File: src/rtl/rx_buf_settings.svh
// receive buffer manager constants
// ring and tag sizing, completion TLP codes and the read request size table

`ifndef RX_BUF_SETTINGS_SVH
`define RX_BUF_SETTINGS_SVH

// ring address width in QW units
`define RING_AW 9                // 512 QW ring

// outstanding read requests
`define OSR_W 3                  // 8 tags in flight
`define TAG_BASE 5'b00000        // upper tag bits owned by this block

// completion header fields
`define CPL_FMT_TYPE 7'b1001010  // CplD
`define CPL_SC 3'b000            // successful completion

// max read request size in QW per cfg code
`define MAX_RD_QW_128 9'd16
`define MAX_RD_QW_256 9'd32
`define MAX_RD_QW_512 9'd64
`define MAX_RD_QW_1K 9'd128

`endif

File: src/rtl/tlp_pkg.sv
// TLP side types
// completion stream beat, outgoing memory read request, request tag

`include "rx_buf_settings.svh"

package tlp_pkg;

    //////////////////////////////////////////////////////////////////////
    // receive stream

    // one 64-bit beat, first dword of the beat in the upper half
    typedef struct packed {
        logic [63:0] data;
        logic        sof;
        logic        eof;
        logic        valid;     // beat present this cycle
    } stream_beat_t;

    //////////////////////////////////////////////////////////////////////
    // read requests

    typedef struct packed {
        logic [63:0] addr;      // host byte address
        logic [8:0]  qw;        // length in QW
    } rd_req_t;

    // low tag bits handed out by the read engine
    typedef logic [`OSR_W-1:0] os_tag_t;

endpackage

File: src/rtl/ring_pkg.sv
// receive ring types
// ring pointer with wrap bit, ring write port, request and completion records

`include "rx_buf_settings.svh"

package ring_pkg;

    // top bit is the wrap bit
    typedef logic [`RING_AW:0] ring_ptr_t;

    // one QW write into the ring memory
    typedef struct packed {
        logic                en;
        logic [`RING_AW-1:0] addr;
        logic [63:0]         data;
    } ring_wr_t;

    // issued request as seen by the writer and the tracker
    typedef struct packed {
        logic [`OSR_W-1:0] tag;
        ring_ptr_t         start;   // first QW in the ring
        logic [9:0]        qw;
    } req_rec_t;

    // one completion fully written
    typedef struct packed {
        logic [`OSR_W-1:0] tag;
        logic [8:0]        qw;      // QW carried by this completion
    } cpl_rec_t;

endpackage

File: src/rtl/read_req_gen.sv
// read request generator
// descriptor intake and four-phase descriptor handshake
// splitting into max read request sized pieces
// ring space and outstanding request checks, rd_req handshake

`timescale 1ns/1ns
`include "rx_buf_settings.svh"

module read_req_gen import tlp_pkg::*, ring_pkg::*; (
    input  logic              clk,
    input  logic              rst,
    input  logic              desc_req,
    input  logic [63:0]       desc_addr,
    input  logic [31:0]       desc_len,
    output logic              desc_ack,
    input  logic [2:0]        cfg_max_rd_req_size,
    output logic              rd_req,
    output rd_req_t           rd_req_info,
    input  logic              rd_ack,
    input  os_tag_t           rd_tag,
    input  ring_ptr_t         committed_cons,
    input  logic [`OSR_W:0]   done_count,
    output req_rec_t          new_req,
    output logic              new_req_valid
);

    localparam int RING_QW = 1 << `RING_AW;

    typedef enum logic [2:0] {S_IDLE, S_CALC, S_ACK, S_DROP, S_DONE} state_t;

    state_t              state;
    logic [63:0]         addr;          // host address of next request
    logic [31:0]         len_qw;
    logic [31:0]         qw_done;
    ring_ptr_t           prod;          // producer including requested space
    logic [`OSR_W:0]     issued;

    logic [8:0]          max_qw;
    logic [31:0]         remain;
    logic [8:0]          req_qw;
    ring_ptr_t           fill;
    logic [`RING_AW+1:0] proj;
    logic [`OSR_W:0]     in_flight;
    logic                space_ok;
    logic                osr_ok;

    always_comb begin
        case (cfg_max_rd_req_size)
            3'd0:    max_qw = `MAX_RD_QW_128;
            3'd1:    max_qw = `MAX_RD_QW_256;
            3'd2:    max_qw = `MAX_RD_QW_512;
            default: max_qw = `MAX_RD_QW_1K;  // larger codes capped at 1K
        endcase
    end

    assign remain    = len_qw - qw_done;
    assign req_qw    = (remain > {23'b0, max_qw}) ? max_qw : remain[8:0];
    assign fill      = prod - committed_cons;
    assign proj      = {1'b0, fill} + {2'b0, req_qw};  // ring use after this request
    assign space_ok  = proj <= (`RING_AW+2)'(RING_QW);
    assign in_flight = issued - done_count;
    assign osr_ok    = !in_flight[`OSR_W];  // below 8 outstanding

    always_ff @(posedge clk) begin
        if (rst) begin
            state         <= S_IDLE;
            rd_req        <= 1'b0;
            desc_ack      <= 1'b0;
            new_req_valid <= 1'b0;
            prod          <= '0;
            issued        <= '0;
        end else begin
            new_req_valid <= 1'b0;
            case (state)
                S_IDLE: begin
                    addr    <= desc_addr;
                    len_qw  <= desc_len;
                    qw_done <= '0;
                    if (desc_req) state <= S_CALC;
                end
                S_CALC: begin
                    if (remain == '0) begin
                        desc_ack <= 1'b1;   // all requests of descriptor acked
                        state    <= S_DONE;
                    end else if (space_ok && osr_ok) begin
                        rd_req           <= 1'b1;
                        rd_req_info.addr <= addr;
                        rd_req_info.qw   <= req_qw;
                        state            <= S_ACK;
                    end
                end
                S_ACK: begin
                    if (rd_ack) begin
                        rd_req        <= 1'b0;
                        new_req_valid <= 1'b1;
                        new_req.tag   <= rd_tag;
                        new_req.start <= prod;
                        new_req.qw    <= {1'b0, rd_req_info.qw};
                        addr          <= addr + {52'b0, rd_req_info.qw, 3'b000};
                        qw_done       <= qw_done + {23'b0, rd_req_info.qw};
                        prod          <= prod + {1'b0, rd_req_info.qw};
                        issued        <= issued + (`OSR_W+1)'(1);
                        state         <= S_DROP;
                    end
                end
                S_DROP: if (!rd_ack) state <= S_CALC;  // engine closes handshake
                S_DONE: begin
                    if (!desc_req) begin
                        desc_ack <= 1'b0;
                        state    <= S_IDLE;
                    end
                end
                default: state <= S_IDLE;
            endcase
        end
    end

    // request stays up until the engine answers
    a_req_held: assert property (@(posedge clk) disable iff (rst)
        $fell(rd_req) |-> $past(rd_ack))
        else $error("rd_req dropped before rd_ack");

endmodule

File: src/rtl/cpl_writer.sv
// completion writer
// header filter on format/type, status and tag base
// per-tag ring write pointers loaded from new requests
// dword pairing across beats and byte swap onto the ring write port

`timescale 1ns/1ns
`include "rx_buf_settings.svh"

module cpl_writer import tlp_pkg::*, ring_pkg::*; (
    input  logic         clk,
    input  logic         rst,
    input  stream_beat_t cpl_in,
    input  req_rec_t     new_req,
    input  logic         new_req_valid,
    output ring_wr_t     ring_wr,
    output cpl_rec_t     cpl_done,
    output logic         cpl_done_valid
);

    localparam int NTAG = 1 << `OSR_W;
    localparam logic [4:0] TAG_PREFIX = `TAG_BASE;

    typedef enum logic [1:0] {S_HDR0, S_HDR1, S_DATA, S_DROP} state_t;

    state_t              state;
    logic                hdr_ok;        // dw0/dw1 checks passed
    logic [9:0]          len_dw;
    os_tag_t             cur_tag;
    logic [31:0]         held_dw;       // even dword waiting for its partner
    logic [`RING_AW-1:0] wr_addr;
    logic [`RING_AW-1:0] wptr [NTAG];

    os_tag_t             beat_tag;
    logic                tag_ok;
    logic                accept;
    logic [8:0]          len_qw;

    function automatic logic [31:0] bswap(input logic [31:0] dw);
        return {dw[7:0], dw[15:8], dw[23:16], dw[31:24]};
    endfunction

    // header dword 2 sits in the upper half of beat 1
    assign beat_tag = cpl_in.data[40 +: `OSR_W];
    assign tag_ok   = cpl_in.data[44:40+`OSR_W] == TAG_PREFIX[4:`OSR_W];
    assign accept   = hdr_ok && tag_ok;
    assign len_qw   = len_dw[9:1];

    //////////////////////////////////////////////////////////////////////
    // per-tag write pointers

    always_ff @(posedge clk) begin
        if (new_req_valid) begin
            wptr[new_req.tag] <= new_req.start[`RING_AW-1:0];
        end
        // several completions may answer one request
        if (state == S_HDR1 && cpl_in.valid && accept) begin
            wptr[beat_tag] <= wptr[beat_tag] + len_qw;
        end
    end

    //////////////////////////////////////////////////////////////////////
    // filter and pairing FSM

    always_ff @(posedge clk) begin
        if (rst) begin
            state          <= S_HDR0;
            ring_wr.en     <= 1'b0;
            cpl_done_valid <= 1'b0;
        end else begin
            ring_wr.en     <= 1'b0;
            cpl_done_valid <= 1'b0;
            case (state)
                S_HDR0: begin
                    if (cpl_in.valid && cpl_in.sof) begin
                        hdr_ok <= (cpl_in.data[62:56] == `CPL_FMT_TYPE) &&
                                  (cpl_in.data[15:13] == `CPL_SC);
                        len_dw <= cpl_in.data[41:32];
                        state  <= S_HDR1;
                    end
                end
                S_HDR1: begin
                    if (cpl_in.valid) begin
                        cur_tag <= beat_tag;
                        held_dw <= cpl_in.data[31:0];   // data dword 0
                        wr_addr <= wptr[beat_tag];
                        if (accept) state <= S_DATA;
                        else if (cpl_in.eof) state <= S_HDR0;
                        else state <= S_DROP;
                    end
                end
                S_DATA: begin
                    if (cpl_in.valid) begin
                        ring_wr.en   <= 1'b1;
                        ring_wr.addr <= wr_addr;
                        ring_wr.data <= {bswap(cpl_in.data[63:32]), bswap(held_dw)};
                        held_dw      <= cpl_in.data[31:0];  // unused on eof beat
                        wr_addr      <= wr_addr + (`RING_AW)'(1);
                        if (cpl_in.eof) begin
                            cpl_done_valid <= 1'b1;
                            cpl_done.tag   <= cur_tag;
                            cpl_done.qw    <= len_qw;
                            state          <= S_HDR0;
                        end
                    end
                end
                S_DROP: if (cpl_in.valid && cpl_in.eof) state <= S_HDR0;
                default: state <= S_HDR0;
            endcase
        end
    end

    // length from beat 0 pairs up exactly once tag is accepted on beat 1
    a_even_len: assert property (@(posedge clk) disable iff (rst)
        (state == S_HDR1 && cpl_in.valid && accept) |-> !len_dw[0])
        else $error("accepted completion with odd dword count");

endmodule

File: src/rtl/commit_tracker.sv
// commit tracker
// per-tag start, expected and received QW counts
// in-order advance of the committed producer pointer

`timescale 1ns/1ns
`include "rx_buf_settings.svh"

module commit_tracker import ring_pkg::*; (
    input  logic            clk,
    input  logic            rst,
    input  req_rec_t        new_req,
    input  logic            new_req_valid,
    input  cpl_rec_t        cpl_done,
    input  logic            cpl_done_valid,
    output ring_ptr_t       committed_prod,
    output logic [`OSR_W:0] done_count
);

    localparam int NTAG = 1 << `OSR_W;

    ring_ptr_t         start  [NTAG];
    logic [9:0]        exp_qw [NTAG];
    logic [9:0]        rcv_qw [NTAG];
    logic [NTAG-1:0]   act;             // request issued and not yet committed
    logic [`OSR_W-1:0] head;            // oldest outstanding tag
    logic              head_done;

    assign head_done = act[head] && (rcv_qw[head] == exp_qw[head]);

    //////////////////////////////////////////////////////////////////////
    // request table

    always_ff @(posedge clk) begin
        if (cpl_done_valid) begin
            rcv_qw[cpl_done.tag] <= rcv_qw[cpl_done.tag] + {1'b0, cpl_done.qw};
        end
        if (new_req_valid) begin
            start[new_req.tag]  <= new_req.start;
            exp_qw[new_req.tag] <= new_req.qw;
            rcv_qw[new_req.tag] <= '0;
        end
    end

    //////////////////////////////////////////////////////////////////////
    // in-order commit

    always_ff @(posedge clk) begin
        if (rst) begin
            act            <= '0;
            head           <= '0;
            done_count     <= '0;
            committed_prod <= '0;
        end else begin
            if (head_done) begin
                committed_prod <= start[head] + exp_qw[head];  // end of request
                act[head]      <= 1'b0;
                head           <= head + (`OSR_W)'(1);
                done_count     <= done_count + (`OSR_W+1)'(1);
            end
            if (new_req_valid) act[new_req.tag] <= 1'b1;
        end
    end

    // writer never delivers more than was requested for a tag
    a_no_overrun: assert property (@(posedge clk) disable iff (rst)
        cpl_done_valid |=> (rcv_qw[$past(cpl_done.tag)] <= exp_qw[$past(cpl_done.tag)]))
        else $error("received QW exceed requested QW");

endmodule

File: src/rtl/rx_buf_mgmt.sv
// receive buffer manager top level
// read request generator, completion writer and commit tracker

`timescale 1ns/1ns
`include "rx_buf_settings.svh"

module rx_buf_mgmt import tlp_pkg::*, ring_pkg::*; (
    input  logic         clk,
    input  logic         rst,
    // descriptor handshake
    input  logic         desc_req,
    input  logic [63:0]  desc_addr,
    input  logic [31:0]  desc_len,
    output logic         desc_ack,
    input  logic [2:0]   cfg_max_rd_req_size,
    // read engine
    output logic         rd_req,
    output rd_req_t      rd_req_info,
    input  logic         rd_ack,
    input  os_tag_t      rd_tag,
    // completion stream
    input  stream_beat_t cpl_in,
    // ring
    input  ring_ptr_t    committed_cons,
    output ring_ptr_t    committed_prod,
    output ring_wr_t     ring_wr
);

    req_rec_t        new_req;
    logic            new_req_valid;
    cpl_rec_t        cpl_done;
    logic            cpl_done_valid;
    logic [`OSR_W:0] done_count;    // committed requests

    read_req_gen read_req_gen_i (
        .clk                 (clk),
        .rst                 (rst),
        .desc_req            (desc_req),
        .desc_addr           (desc_addr),
        .desc_len            (desc_len),
        .desc_ack            (desc_ack),
        .cfg_max_rd_req_size (cfg_max_rd_req_size),
        .rd_req              (rd_req),
        .rd_req_info         (rd_req_info),
        .rd_ack              (rd_ack),
        .rd_tag              (rd_tag),
        .committed_cons      (committed_cons),
        .done_count          (done_count),
        .new_req             (new_req),
        .new_req_valid       (new_req_valid)
    );

    cpl_writer cpl_writer_i (
        .clk            (clk),
        .rst            (rst),
        .cpl_in         (cpl_in),
        .new_req        (new_req),
        .new_req_valid  (new_req_valid),
        .ring_wr        (ring_wr),
        .cpl_done       (cpl_done),
        .cpl_done_valid (cpl_done_valid)
    );

    commit_tracker commit_tracker_i (
        .clk            (clk),
        .rst            (rst),
        .new_req        (new_req),
        .new_req_valid  (new_req_valid),
        .cpl_done       (cpl_done),
        .cpl_done_valid (cpl_done_valid),
        .committed_prod (committed_prod),
        .done_count     (done_count)
    );

endmodule

File: config.mk
export PLATFORM = sky130hd
export DESIGN_NAME = rx_buf_mgmt
export DESIGN_NICKNAME = d
export VERILOG_FILES = /design/src/rtl/tlp_pkg.sv /design/src/rtl/ring_pkg.sv /design/src/rtl/read_req_gen.sv /design/src/rtl/cpl_writer.sv /design/src/rtl/commit_tracker.sv /design/src/rtl/rx_buf_mgmt.sv
export VERILOG_INCLUDE_DIRS = /design/src /design/src/rtl
export SDC_FILE = /design/constraint.sdc
export NUM_CORES = 1
export LEC_CHECK = 0
export BUFFER_PORTS_ARGS = -buffer_cell sky130_fd_sc_hd__buf_2
export CORE_UTILIZATION = 65
export DETAILED_ROUTE_END_ITERATION = 16
export PLACE_DENSITY_LB_ADDON = 0.12
export SETUP_SLACK_MARGIN = 0.5
export SYNTH_ARGS = -nofsm -noshare
export SYNTH_HDL_FRONTEND = slang
export SYNTH_HIERARCHICAL = 1
export SYNTH_SLANG_ARGS = --single-unit
File: constraint.sdc
create_clock -name clk -period 49.7 [get_ports clk]
set_clock_uncertainty 0.05 [all_clocks]
set_input_delay 9.94 -clock clk [delete_from_list [all_inputs] [get_ports clk]]
set_output_delay 9.94 -clock clk [all_outputs]
set_load 0.005 [all_outputs]
# Word level (Yosys, flattened, before mapping)
# Memory sizes are Yosys's and may differ from the RTL's. A register that Yosys moved wholly into a read port is not among the register bits.
# Cells that the tools add are included.
# W data, S select, Z words.
totals:
  reg_bits: 412
  ram_bits: 304
  in_bits: 183
  output_inout_bits: 159
  wordCells: 182
  memories: 4
classes:
  add_sub_neg: 14
  order_cmp: 6
  n_eq_ne: 24
  muxes: 56
  n_bitwise: 8
  n_reduce_logical: 40
mem_list:
  columns: ["name", "depth", "word_bits", "rd", "rd_clocked_by_memory_dff", "wr", "line", "text"]
  rows:
  - ["commit_tracker_i.rcv_qw", 8, 10, 2, 2, 2, "commit_tracker.sv:23", "logic [9:0] rcv_qw [NTAG];"]
  - ["commit_tracker_i.start", 8, 10, 1, 1, 1, "commit_tracker.sv:21", "ring_ptr_t start [NTAG];"]
  - ["commit_tracker_i.exp_qw", 8, 9, 1, 1, 1, "commit_tracker.sv:22", "logic [9:0] exp_qw [NTAG];"]
  - ["cpl_writer_i.wptr", 8, 9, 1, 0, 2, "cpl_writer.sv:31", "logic [`RING_AW-1:0] wptr [NTAG];"]
ops:
  columns: ["op", "n"]
  rows:
  - ["$pmux W64 S2", 1]
  - ["$mux W74", 1]
  - ["$add A64 B12 Y64", 1]
  - ["$mux W64", 1]
  - ["$pmux W32 S2", 1]
  - ["$mux W3", 13]
  - ["$add A32 B9 Y32", 1]
  - ["$gt A32 B8 Y1", 1]
  - ["$logic_not A32 Y1", 1]
  - ["$mux W32", 1]
  - ["$sub A32 B32 Y32", 1]
  - ["$mux W9", 3]
  - ["$mux W8", 3]
  - ["$pmux W8 S3", 1]
  - ["$reduce_and A3 Y1", 7]
  - ["$add A10 B9 Y10", 2]
  - ["$pmux W9 S2", 1]
  - ["$mux W1", 16]
  - ["$ne A2 B2 Y1 const B", 8]
  - ["$reduce_and A4 Y1", 4]
  - ["$pmux W3 S5", 1]
  - ["$mux W2", 7]
  - ["$add A10 B9 Y11", 1]
  - ["$le A11 B10 Y1 const B", 1]
  - ["35 further kinds", 70]

# Longest topological paths before layout
# Gate-level depths: netlist (run 1).
logic_depth:
  ltp_word: 10
  mapped_depth: 29

# Cells and area by module
# The synthesis (run 1) kept the hierarchy.
by_module_without_submodules:
  columns: ["mod", "n_inst", "cells_per_inst", "area_each_um2", "seq_area_each_um2"]
  rows:
  - ["read_req_gen", 1, 1429, 14570.2, 7096.8]
  - ["commit_tracker", 1, 1008, 12350.6, 6966.7]
  - ["cpl_writer", 1, 611, 8982.4, 6416.2]

# Least setup slack after synthesis (run 1)
# OpenSTA, ideal clock, no wires.
synth_path:
  path_kind: "in2reg"
  start: "input rd_ack"
  end: "register read_req_gen_i.addr[10], enable pin"
  setup_time_ns: 1.039
  t_arrival_ns: 24.399
  setup_slack_ns: 24.212
  cell_stages: 2
  n_path_buf: 0
  path_cell_list: "inv_1 > a2111oi_0"
synth_via:
  elab_chain_len: 2
synth_lines:
  columns: ["element", "line", "text"]
  rows:
  - ["start, declared", "rx_buf_mgmt.sv:19", "input logic rd_ack,"]
  - ["$ne A2 B2 Y1 (no source line)", null, null]
  - ["$reduce_and A3 Y1 (no source line)", null, null]
  - ["end signal, assigned", "read_req_gen.sv:76", "addr <= desc_addr;"]
  - ["end signal, assigned", "read_req_gen.sv:99", "addr <= addr + {52'b0, rd_req_info.qw, 3'b000};"]
  - ["end, declared", "read_req_gen.sv:32", "logic [63:0] addr;"]
# No other way between the ends.
# A chain may end at the register's enable or synchronous reset.

# Worst setup path in the final report (run 1)
layout_path:
  start: "input cfg_max_rd_req_size[2]"
  end: "register read_req_gen_i/rd_req_info[19] (netlist name)"
layout_via:
  elab_chain_len: 8
  elab_cells_between_ends: 10
  classes_between: "1 x add/sub; 2 x order compare; 2 x eq/ne; 2 x mux; 3 x reduce/logical"
layout_lines:
  columns: ["element", "line", "text"]
  rows:
  - ["start, declared", "rx_buf_mgmt.sv:15", "input logic [2:0] cfg_max_rd_req_size,"]
  - ["$eq A3 B2 Y1 (tied with other cells)", "read_req_gen.sv:48", "case (cfg_max_rd_req_size)"]
  - ["$pmux W8 S3 *", "read_req_gen.sv:48", null]
  - ["$gt A32 B8 Y1", "read_req_gen.sv:57", "assign req_qw = (remain > {23'b0, max_qw}) ? max_qw : remain[8:0];"]
  - ["$mux W9 *", "read_req_gen.sv:57", null]
  - ["named net read_req_gen_i.req_qw[4]", "read_req_gen.sv:40", "logic [8:0] req_qw;"]
  - ["$add A10 B9 Y11 *", "read_req_gen.sv:59", "assign proj = {1'b0, fill} + {2'b0, req_qw};"]
  - ["$le A11 B10 Y1 *", "read_req_gen.sv:60", "assign space_ok = proj <= (`RING_AW+2)'(RING_QW);"]
  - ["$logic_and A1 B1 Y1 *", "read_req_gen.sv:85", "end else if (space_ok && osr_ok) begin"]
  - ["$reduce_and A4 Y1 (no source line) *", null, null]
# Mark *: on every way through the listed nets, which the timed path passes. The rest lies on a longest branch.

==> results of run 1 <==
registers in the layout, indices dropped and copies added (netlist names), 8 cells and up, named ones only:
register	flops
cpl_writer_i/wptr	72
commit_tracker_i/act	8
commit_tracker_i/rcv_qw	80
cpl_writer_i/cpl_done	12
commit_tracker_i/start	80
cpl_writer_i/ring_wr	74
read_req_gen_i/prod	10
cpl_writer_i/wr_addr	9
read_req_gen_i/qw_done	32
commit_tracker_i/exp_qw	80
cpl_writer_i/len_dw	9
cpl_writer_i/held_dw	32
read_req_gen_i/len_qw	32
read_req_gen_i/new_req	22
commit_tracker_i/committed_prod	10
read_req_gen_i/rd_req_info	73
read_req_gen_i/addr	64
final cells by class:
| cell class | count | area (µm²) | share of cell area |
|---|---|---|---|
| sequential | 726 | 20480 | 0.5057 |
| multi-input combinational | 2061 | 14420 | 0.3559 |
| clock buffer | 92 | 1939 | 0.04789 |
| timing repair buffer | 372 | 1939 | 0.04789 |
| tap | 696 | 870.8 | 0.02150 |
| inverter | 117 | 439.2 | 0.01084 |
| clock inverter | 41 | 404.1 | 0.009979 |
| antenna | 4 | 10.01 | 0.0002472 |
kinds of logic (layout without fill, tap and decap cells):
logic type,after synthesis,in the layout,synth area share
AND/OR/NAND/NOR,952,952,0.1263
flip-flops,726,726,0.5704
AO/OA/AOI/OAI,678,678,0.1224
buffers and inverters,263,622,0.03032
multiplexers,179,179,0.07475
adder cells (fa/ha/maj),125,125,0.04544
XOR/XNOR,124,124,0.03025
other,1,7,0.0001044
how the worst min path moves through the flow:
stage | slack (ps) | from | endpoint | cells past startpoint
floorplan | 350 | cpl_writer_i/cur_tag[1] | cpl_writer_i/cpl_done[10] | 0
global placement | 350 | cpl_writer_i/held_dw[5] | cpl_writer_i/ring_wr[29] | 0
detailed placement | 350 | read_req_gen_i/addr[2] | read_req_gen_i/rd_req_info[11] | 0
CTS | 370 | cpl_writer_i/held_dw[5] | cpl_writer_i/ring_wr[29] | 0
global route | 370 | cpl_writer_i/held_dw[5] | cpl_writer_i/ring_wr[29] | 0
finish | 360 | cpl_writer_i/held_dw[20] | cpl_writer_i/ring_wr[12] | 0
cell usage after synthesis, drive strengths merged, types with 54 or more instances:
library cell,count
a21oi,191
clkbuf,106
dfxtp,132
edfxtp,594
ha,116
inv,117
mux2,54
mux2i,66
mux4,59
nand2,361
nand3,78
nor2,196
nor3,56
o21ai,180
xnor2,94
critical path: stages:
cell and delay [ps]:
buf_2 120, nor3b_1 270, inv_1 80, ha_1 300, nor2b_1 140, o21ai_0 210, nand2b_1 110, a21oi_1 170
nor2_1 60, nor3_1 190, nand4_1 460, mux2_2 460, ha_1 350, and3_1 170, a221o_1 360, o41ai_1 380
nor2b_1 200, a21oi_1 70, o311ai_0 490, o211ai_1 170, and4b_4 1170
layout by cell type (no fill, tap or decap), types with 18 or more instances in the layout:
| cell | count |
|---|---|
| nor2_1 | 188 |
| mux4_1 | 22 |
| o21a_1 | 22 |
| nand3_1 | 78 |
| o21ai_0 | 168 |
| inv_1 | 117 |
| mux4_2 | 37 |
| o31ai_1 | 19 |
| edfxtp_1 | 594 |
| a21oi_1 | 188 |
| xor2_1 | 30 |
| buf_4 | 31 |
| clkbuf_16 | 74 |
| dfxtp_1 | 130 |
| a21o_1 | 24 |
| or3_1 | 24 |
| o221ai_1 | 18 |
| nand4_1 | 30 |
| nand2_1 | 360 |
| mux2i_1 | 66 |
| o211ai_1 | 21 |
| nor4_1 | 21 |
| mux2_2 | 53 |
| and3_1 | 34 |
| and2_1 | 23 |
| xnor2_1 | 94 |
| nor2b_1 | 37 |
| buf_2 | 341 |
| a211oi_1 | 40 |
| ha_1 | 116 |
| nor3_1 | 52 |
metrics by stage:
step | hold WS (ps) | worst slack, ps | power [mW]
floorplan | 350.3 | 24210 | 0.8471
global placement | 351.2 | 33860 | 0.8949
detailed placement | 354.5 | 33540 | 0.9015
CTS | 367.5 | 34180 | 1.444
global route | 371.5 | 33480 | 1.491
finish | 359.3 | 33940 | 1.442
power by group through the flow:
stage                     Combinational (mW)  Sequential, mW  Clock [mW]
after floorplan                        0.130           0.717           0
after global placement                 0.178           0.717           0
after detailed placement               0.183           0.719           0
after CTS                              0.185           0.706       0.553
after global routing                   0.207           0.709       0.576
final                                  0.188           0.707       0.547
per-layer routing:
metal | up-vias | wire length (µm) | GRT usage
met5 | - | 96 | 0
met4 | 16 | 4133 | 0.1519
met3 | 302 | 8623 | 0.06796
li1 | 12100 | - | -
met2 | 1381 | 46680 | 0.5696
met1 | 12890 | 36730 | 0.4320
==> metrics.md, run 1 <==
| Metric | Value |
|---|---|
| Netlist cell types | `96` |
| EDFF count, synth | `594` |
| Hold Buf Count CTS | `0` |
| Full die area | `56180 µm²` |
| Skew-Pair Late Insertion Delay | `630 ps` |
| WP data arrival | `15940 ps` |
| Critical path required time | `49870 ps` |
| Grt ovf | `0` |
| Share of the synthesized area in the top cell type | `0.4968` |
| Post-CTS Setup Inserts | `0` |
| Detailed-route via count | `26680` |
| Clk buf depth | `3` |
| Final Util | `0.7467` |
| Worst R2R End | `read_req_gen_i/rd_req_info[19]` |
| CP startpoint kind | `input port` |
| DRT Wirelength | `96.26 mm` |
| Psw | `0.3737 mW` |
| Initial core utilization | `0.6619` |
| Final TNS setup | `0 ps` |
| P_int | `1.068 mW` |
| Post-DR wirelength/cell | `23.43 µm` |
| Crit path to | `read_req_gen_i/rd_req_info[19]` |
| Min-Delay Path Class | `flop to flop` |
| Placed insts | `3972` |
| TritonCTS clock tree | `yes` |
| Fillers | `3585` |
| Synth Register Bits | `726` |
| Remaining antenna violation count after routing | `0` |
| Area of the core | `54240 µm²` |
| Port bufs | `341` |
| Die Wd | `237.0 µm` |
| Switch share | `0.2592` |
| Synth area leaders | `edfxtp_1, dfxtp_1, ha_1` |
| Critical path class | `input port to flop` |
| CTS resizes | `0` |
| Design Area, Final | `40500 µm²` |
| Setup crit end kind | `flop` |
| RSZ-0062 raised after global routing | `false` |
| Mapped Avg Cell Area | `11.78 µm²` |
| Synth Warn # | `6` |
| Reg clk slew, reported paths | `60 ps` |
| First-pass iteration count of the detailed router | `7` |
| Crit path from | `cfg_max_rd_req_size[2]` |
| First-pass GRT wire length | `147.2 mm` |
| Final period util | `0.3172` |
| R2R Path Start | `read_req_gen_i/qw_done[2]` |
| Pleak | `14.81 nW` |
| Asr flop ratio synth | `0` |
| Routability cong. | `0.9582` |
| Final setup vio count | `0` |
| Pin count of the biggest net entering global routing | `107` |
| Vias in the first global route | `26480` |
| Final cell count without fillers | `4109` |
| R2R setup slack | `41530 ps` |
| Actual slew at the worst max-slew pin | `1350 ps` |
| Synth area leader | `edfxtp_1` |
| Final #Nets | `3660` |
| PD cells | `35.61 nW/µm²` |
| Gr usage total | `0.3409` |
| Max Clk Rate | `63.43 MHz` |
| Final slew viol count | `0` |
| Reg power frac | `0.490` |
| TritonCTS buffer count | `74` |
| Initial antenna violation count | `11` |
| Peak supply drop | `0.00003678 V` |
| Clock Sinks | `726` |
| Slew Limit Headroom | `0.09423` |
| Row count | `85` |
| Area growth syn-to-layout | `12.80%` |
| Dpl hpwl | `64.35 mm` |
| Post-route DRC | `0` |
| Power share of the clock group | `0.379` |
| Worst reg-to-reg path cell count | `20` |
| Root buf cell | `clkbuf_16` |
| Iteration-0 DRC count of the detailed router | `2795` |
| Sequential share of the synthesized area | `0.5704` |
| Max-cap violation count | `0` |
| Post-Syn Area | `35900 µm²` |
| Predominant post-synthesis flop cell | `edfxtp_1` |
| Status | `finished, final reports clean` |
| H-tree depth | `3` |
| DR vias/cell | `6.493` |
| Placed inst area | `38150 µm²` |
| Crit path max fanout | `73` |
| I/O pin total | `342` |
| Final hold violations | `0` |
| Comb pwr share | `0.131` |
| Layout cells sized above 1 | `0.1851` |
| Final Critical Period | `15760 ps` |
| Cells after synthesis | `3048` |
| DIE HEIGHT | `237.0 µm` |
(Power assumes the default switching activity.)
==> run 2, diff against run 1 <==
- CORE_UTILIZATION: 65 -> 60
- clock period: 49.7 -> 16.45 ns (I/O delays scaled with it)
==> run 2 against run 1 <==
  * Flip-flop and latch count stayed put
  * Via count is 0.44% lower
  * Global-route usage is 2.7 points lower
  * Routed wire length is 0.57% higher
  * Worst hold slack better by 8.8 ps
  * Total power grew to 3.1 times the previous value
  * Clock-buffer cell count is 1 higher
  * Clock power grew to 3.2 times the previous value
  * Cell count is 1.9% higher
  * Register-to-register slack worse by 33000 ps
  * First-iteration DRC count is 17% lower
  * Combinational power grew to 3.1 times the previous value
  * Largest power group unchanged
==> metrics.md, run 2 (synthesized netlist as in run 1, its figures left out) <==
| Metric | Value |
|---|---|
| Busiest grt layer | `met2` |
| Reg clk slew, reported paths | `60 ps (about the same)` |
| GR Layer Usage met3 | `0.06351 (-0.004457)` |
| First-pass GRT wire length | `146.4 mm (-0.52%)` |
| Final cell count without fillers | `4189 (+1.9%)` |
| Hold Buf Count CTS | `0 (unchanged)` |
| Final #Nets | `3660 (unchanged)` |
| RSZ-0062 raised after global routing | `false` |
| DR vias/cell | `6.341 (-2.3%)` |
| Port bufs | `341 (unchanged)` |
| Final TNS setup | `0 ps (unchanged)` |
| Critical path class | `input port to flop` |
| H-tree depth | `3 (unchanged)` |
| Remaining antenna violation count after routing | `0 (unchanged)` |
| Full die area | `60820 µm² (+8.3%)` |
| Actual slew at the worst max-slew pin | `1319 ps (-30.16 ps)` |
| First-pass iteration count of the detailed router | `6 (-1)` |
| Final Critical Period | `8906 ps` |
| Met2 Use GR | `0.5207 (-0.04887)` |
| HP Start | `cpl_writer_i/held_dw[24]` |
| Placed insts | `4047 (+1.9%)` |
| Final hold violations | `0 (unchanged)` |
| Post-route DRC | `0 (unchanged)` |
| TritonCTS buffer count | `76 (+2.7%)` |
| I/O pin total | `342 (unchanged)` |
| Initial antenna violation count | `13 (+2)` |
| Skew-Pair Late Insertion Delay | `610 ps (-20 ps)` |
| Fillers | `4256 (+19%)` |
| Pin count of the biggest net entering global routing | `120 (+12%)` |
| Layout cells sized above 1 | `0.1887 (+0.003647)` |
| Area growth syn-to-layout | `13.62%` |
| Vias in the first global route | `26050 (-1.6%)` |
| Root buf cell | `clkbuf_16` |
| Status | `finished, final reports clean` |
| Post-CTS Setup Inserts | `0 (unchanged)` |
| PD cells | `109.6 nW/µm² (+210%)` |
| DIE HEIGHT | `246.6 µm (+4.1%)` |
| Worst path max stage delay | `730 ps (-440 ps)` |
| Commonest non-fill, non-tap cell in the layout | `edfxtp_1` |
| Worst hold endpoint | `cpl_writer_i/ring_wr[0]` |
| Post-DR wirelength/cell | `23.11 µm (-1.3%)` |
| Iteration-0 DRC count of the detailed router | `2312 (-17%)` |
| Max-cap violation count | `0 (unchanged)` |
| R2R Path Start | `read_req_gen_i/len_qw[4]` |
| Gr usage total | `0.3143 (-0.02666)` |
| DRT Wirelength | `96.82 mm (+0.57%)` |
| CTS resizes | `0 (unchanged)` |
| Detailed-route via count | `26560 (-0.44%)` |
| Clock Sinks | `726 (unchanged)` |
| TritonCTS clock tree | `yes` |
| Final period util | `0.5414` |
| WP data arrival | `9080 ps (-6860 ps)` |
| Die Wd | `246.6 µm (+4.1%)` |
| Top flop regs | `commit_tracker_i/exp_qw: 80 flops, commit_tracker_i/rcv_qw: 80 flops, commit_tracker_i/start: 80 flops` |
| Routability cong. | `0.9517 (-0.68%)` |
| Peak supply drop | `0.00009579 V (+160%)` |
| Most frequent cells in the layout | `edfxtp_1, nand2_1, buf_2, nor2_1, a21oi_1` |
| Grt ovf | `0 (unchanged)` |
| Critical path required time | `16630 ps (-33240 ps)` |
| Worst reg-to-reg path cell count | `22 (+10%)` |
| Crit path max fanout | `73 (unchanged)` |
| CP startpoint kind | `input port` |
| Met1 layer usage reported by global route | `0.4092 (-0.02274)` |
| Final setup vio count | `0 (unchanged)` |
| Dpl hpwl | `65.33 mm (+1.5%)` |
| Final slew viol count | `0 (unchanged)` |
| Setup crit end kind | `flop` |
| Max Clk Rate | `112.3 MHz` |
| Pleak | `14.90 nW (+0.63%)` |
| Min-Delay Path Class | `flop to flop` |
| Area of the core | `59020 µm² (+8.8%)` |
| Clk buf depth | `3 (unchanged)` |
| Slowest cell on the critical path | `buf_4` |
| Initial core utilization | `0.6083 (-0.05361)` |
| CP cell instances | `buf_2 > nor3b_1 > inv_1 > ha_1 > nor2b_1 > o21ai_0 > nand2b_1 > a21oi_1 > nor2_1 > nor3_1 > nand4_1 > nor2_1 > ha_1 > inv_1 > fa_1 > nand2b_1 > a21oi_1 > o211a_1 > o21ai_0 > a31o_2 > o311ai_0 > o211ai_1 > and4b_4 > buf_4` |
| Slew Limit Headroom | `0.1145 (+0.02024)` |
| Hold Path Depth | `0 (unchanged)` |
| R2R setup slack | `8530 ps (-33000 ps)` |
| Worst R2R End | `read_req_gen_i/rd_req_info[10]` |
| Row count | `89 (+4.7%)` |
run 2: final cells by class:
type	count	area [µm²]	area share
clock inverter	45	528.0	0.01294
multi-input combinational	2061	14420	0.3534
clock buffer	93	2026	0.04966
timing repair buffer	370	1924	0.04717
tap	773	967.2	0.02371
inverter	117	439.2	0.01077
antenna	4	10.01	0.0002454
sequential	726	20480	0.5021
run 2: worst max-delay path, delay by kind of cell:
kind            cells  cell delay, ps
simple gates        9            1980
compound gates      8            1760
buf+inv             4            1010
fa+ha+maj           3             920
run 2: worst max path at each step:
| stage | start | to | slack [ps] | depth (start not counted) |
|---|---|---|---|---|
| floorplan | rd_ack | read_req_gen_i/addr[10] | 2180 | 2 |
| global placement | cfg_max_rd_req_size[2] | read_req_gen_i/rd_req_info[43] | 7220 | 22 |
| detailed placement | cfg_max_rd_req_size[2] | read_req_gen_i/rd_req_info[51] | 7040 | 24 |
| CTS | cfg_max_rd_req_size[2] | read_req_gen_i/rd_req_info[42] | 7650 | 24 |
| global route | cfg_max_rd_req_size[2] | read_req_gen_i/rd_req_info[10] | 7270 | 24 |
| finish | cfg_max_rd_req_size[2] | read_req_gen_i/rd_req_info[10] | 7540 | 24 |
run 2: power by group:
part	switching [mW]	internal [mW]
Sequential	0.0589	2.08
Combinational	0.366	0.214
Clock	0.719	1.04
Total	1.14	3.33
run 2: through the flow:
step,worst slack [ps],total power [mW],instance area (µm²),util,hold slack (ps)
finish,7544,4.471,40790,0.6912,368.1
global route,7268,4.623,40790,0.6912,370.0
CTS,7650,4.483,40780,0.6910,368.0
detailed placement,7040,2.733,38230,0.6477,354.5
global placement,7224,2.715,38230,0.6477,350.1
floorplan,2181,2.554,35910,-,350.3
run 2: per-layer routing:
layer  up-vias  wire length [µm]
li1      12080                 -
met5         -                89
met1     13010             39250
met2      1218             46280
met3       245              8064
met4        16              3130
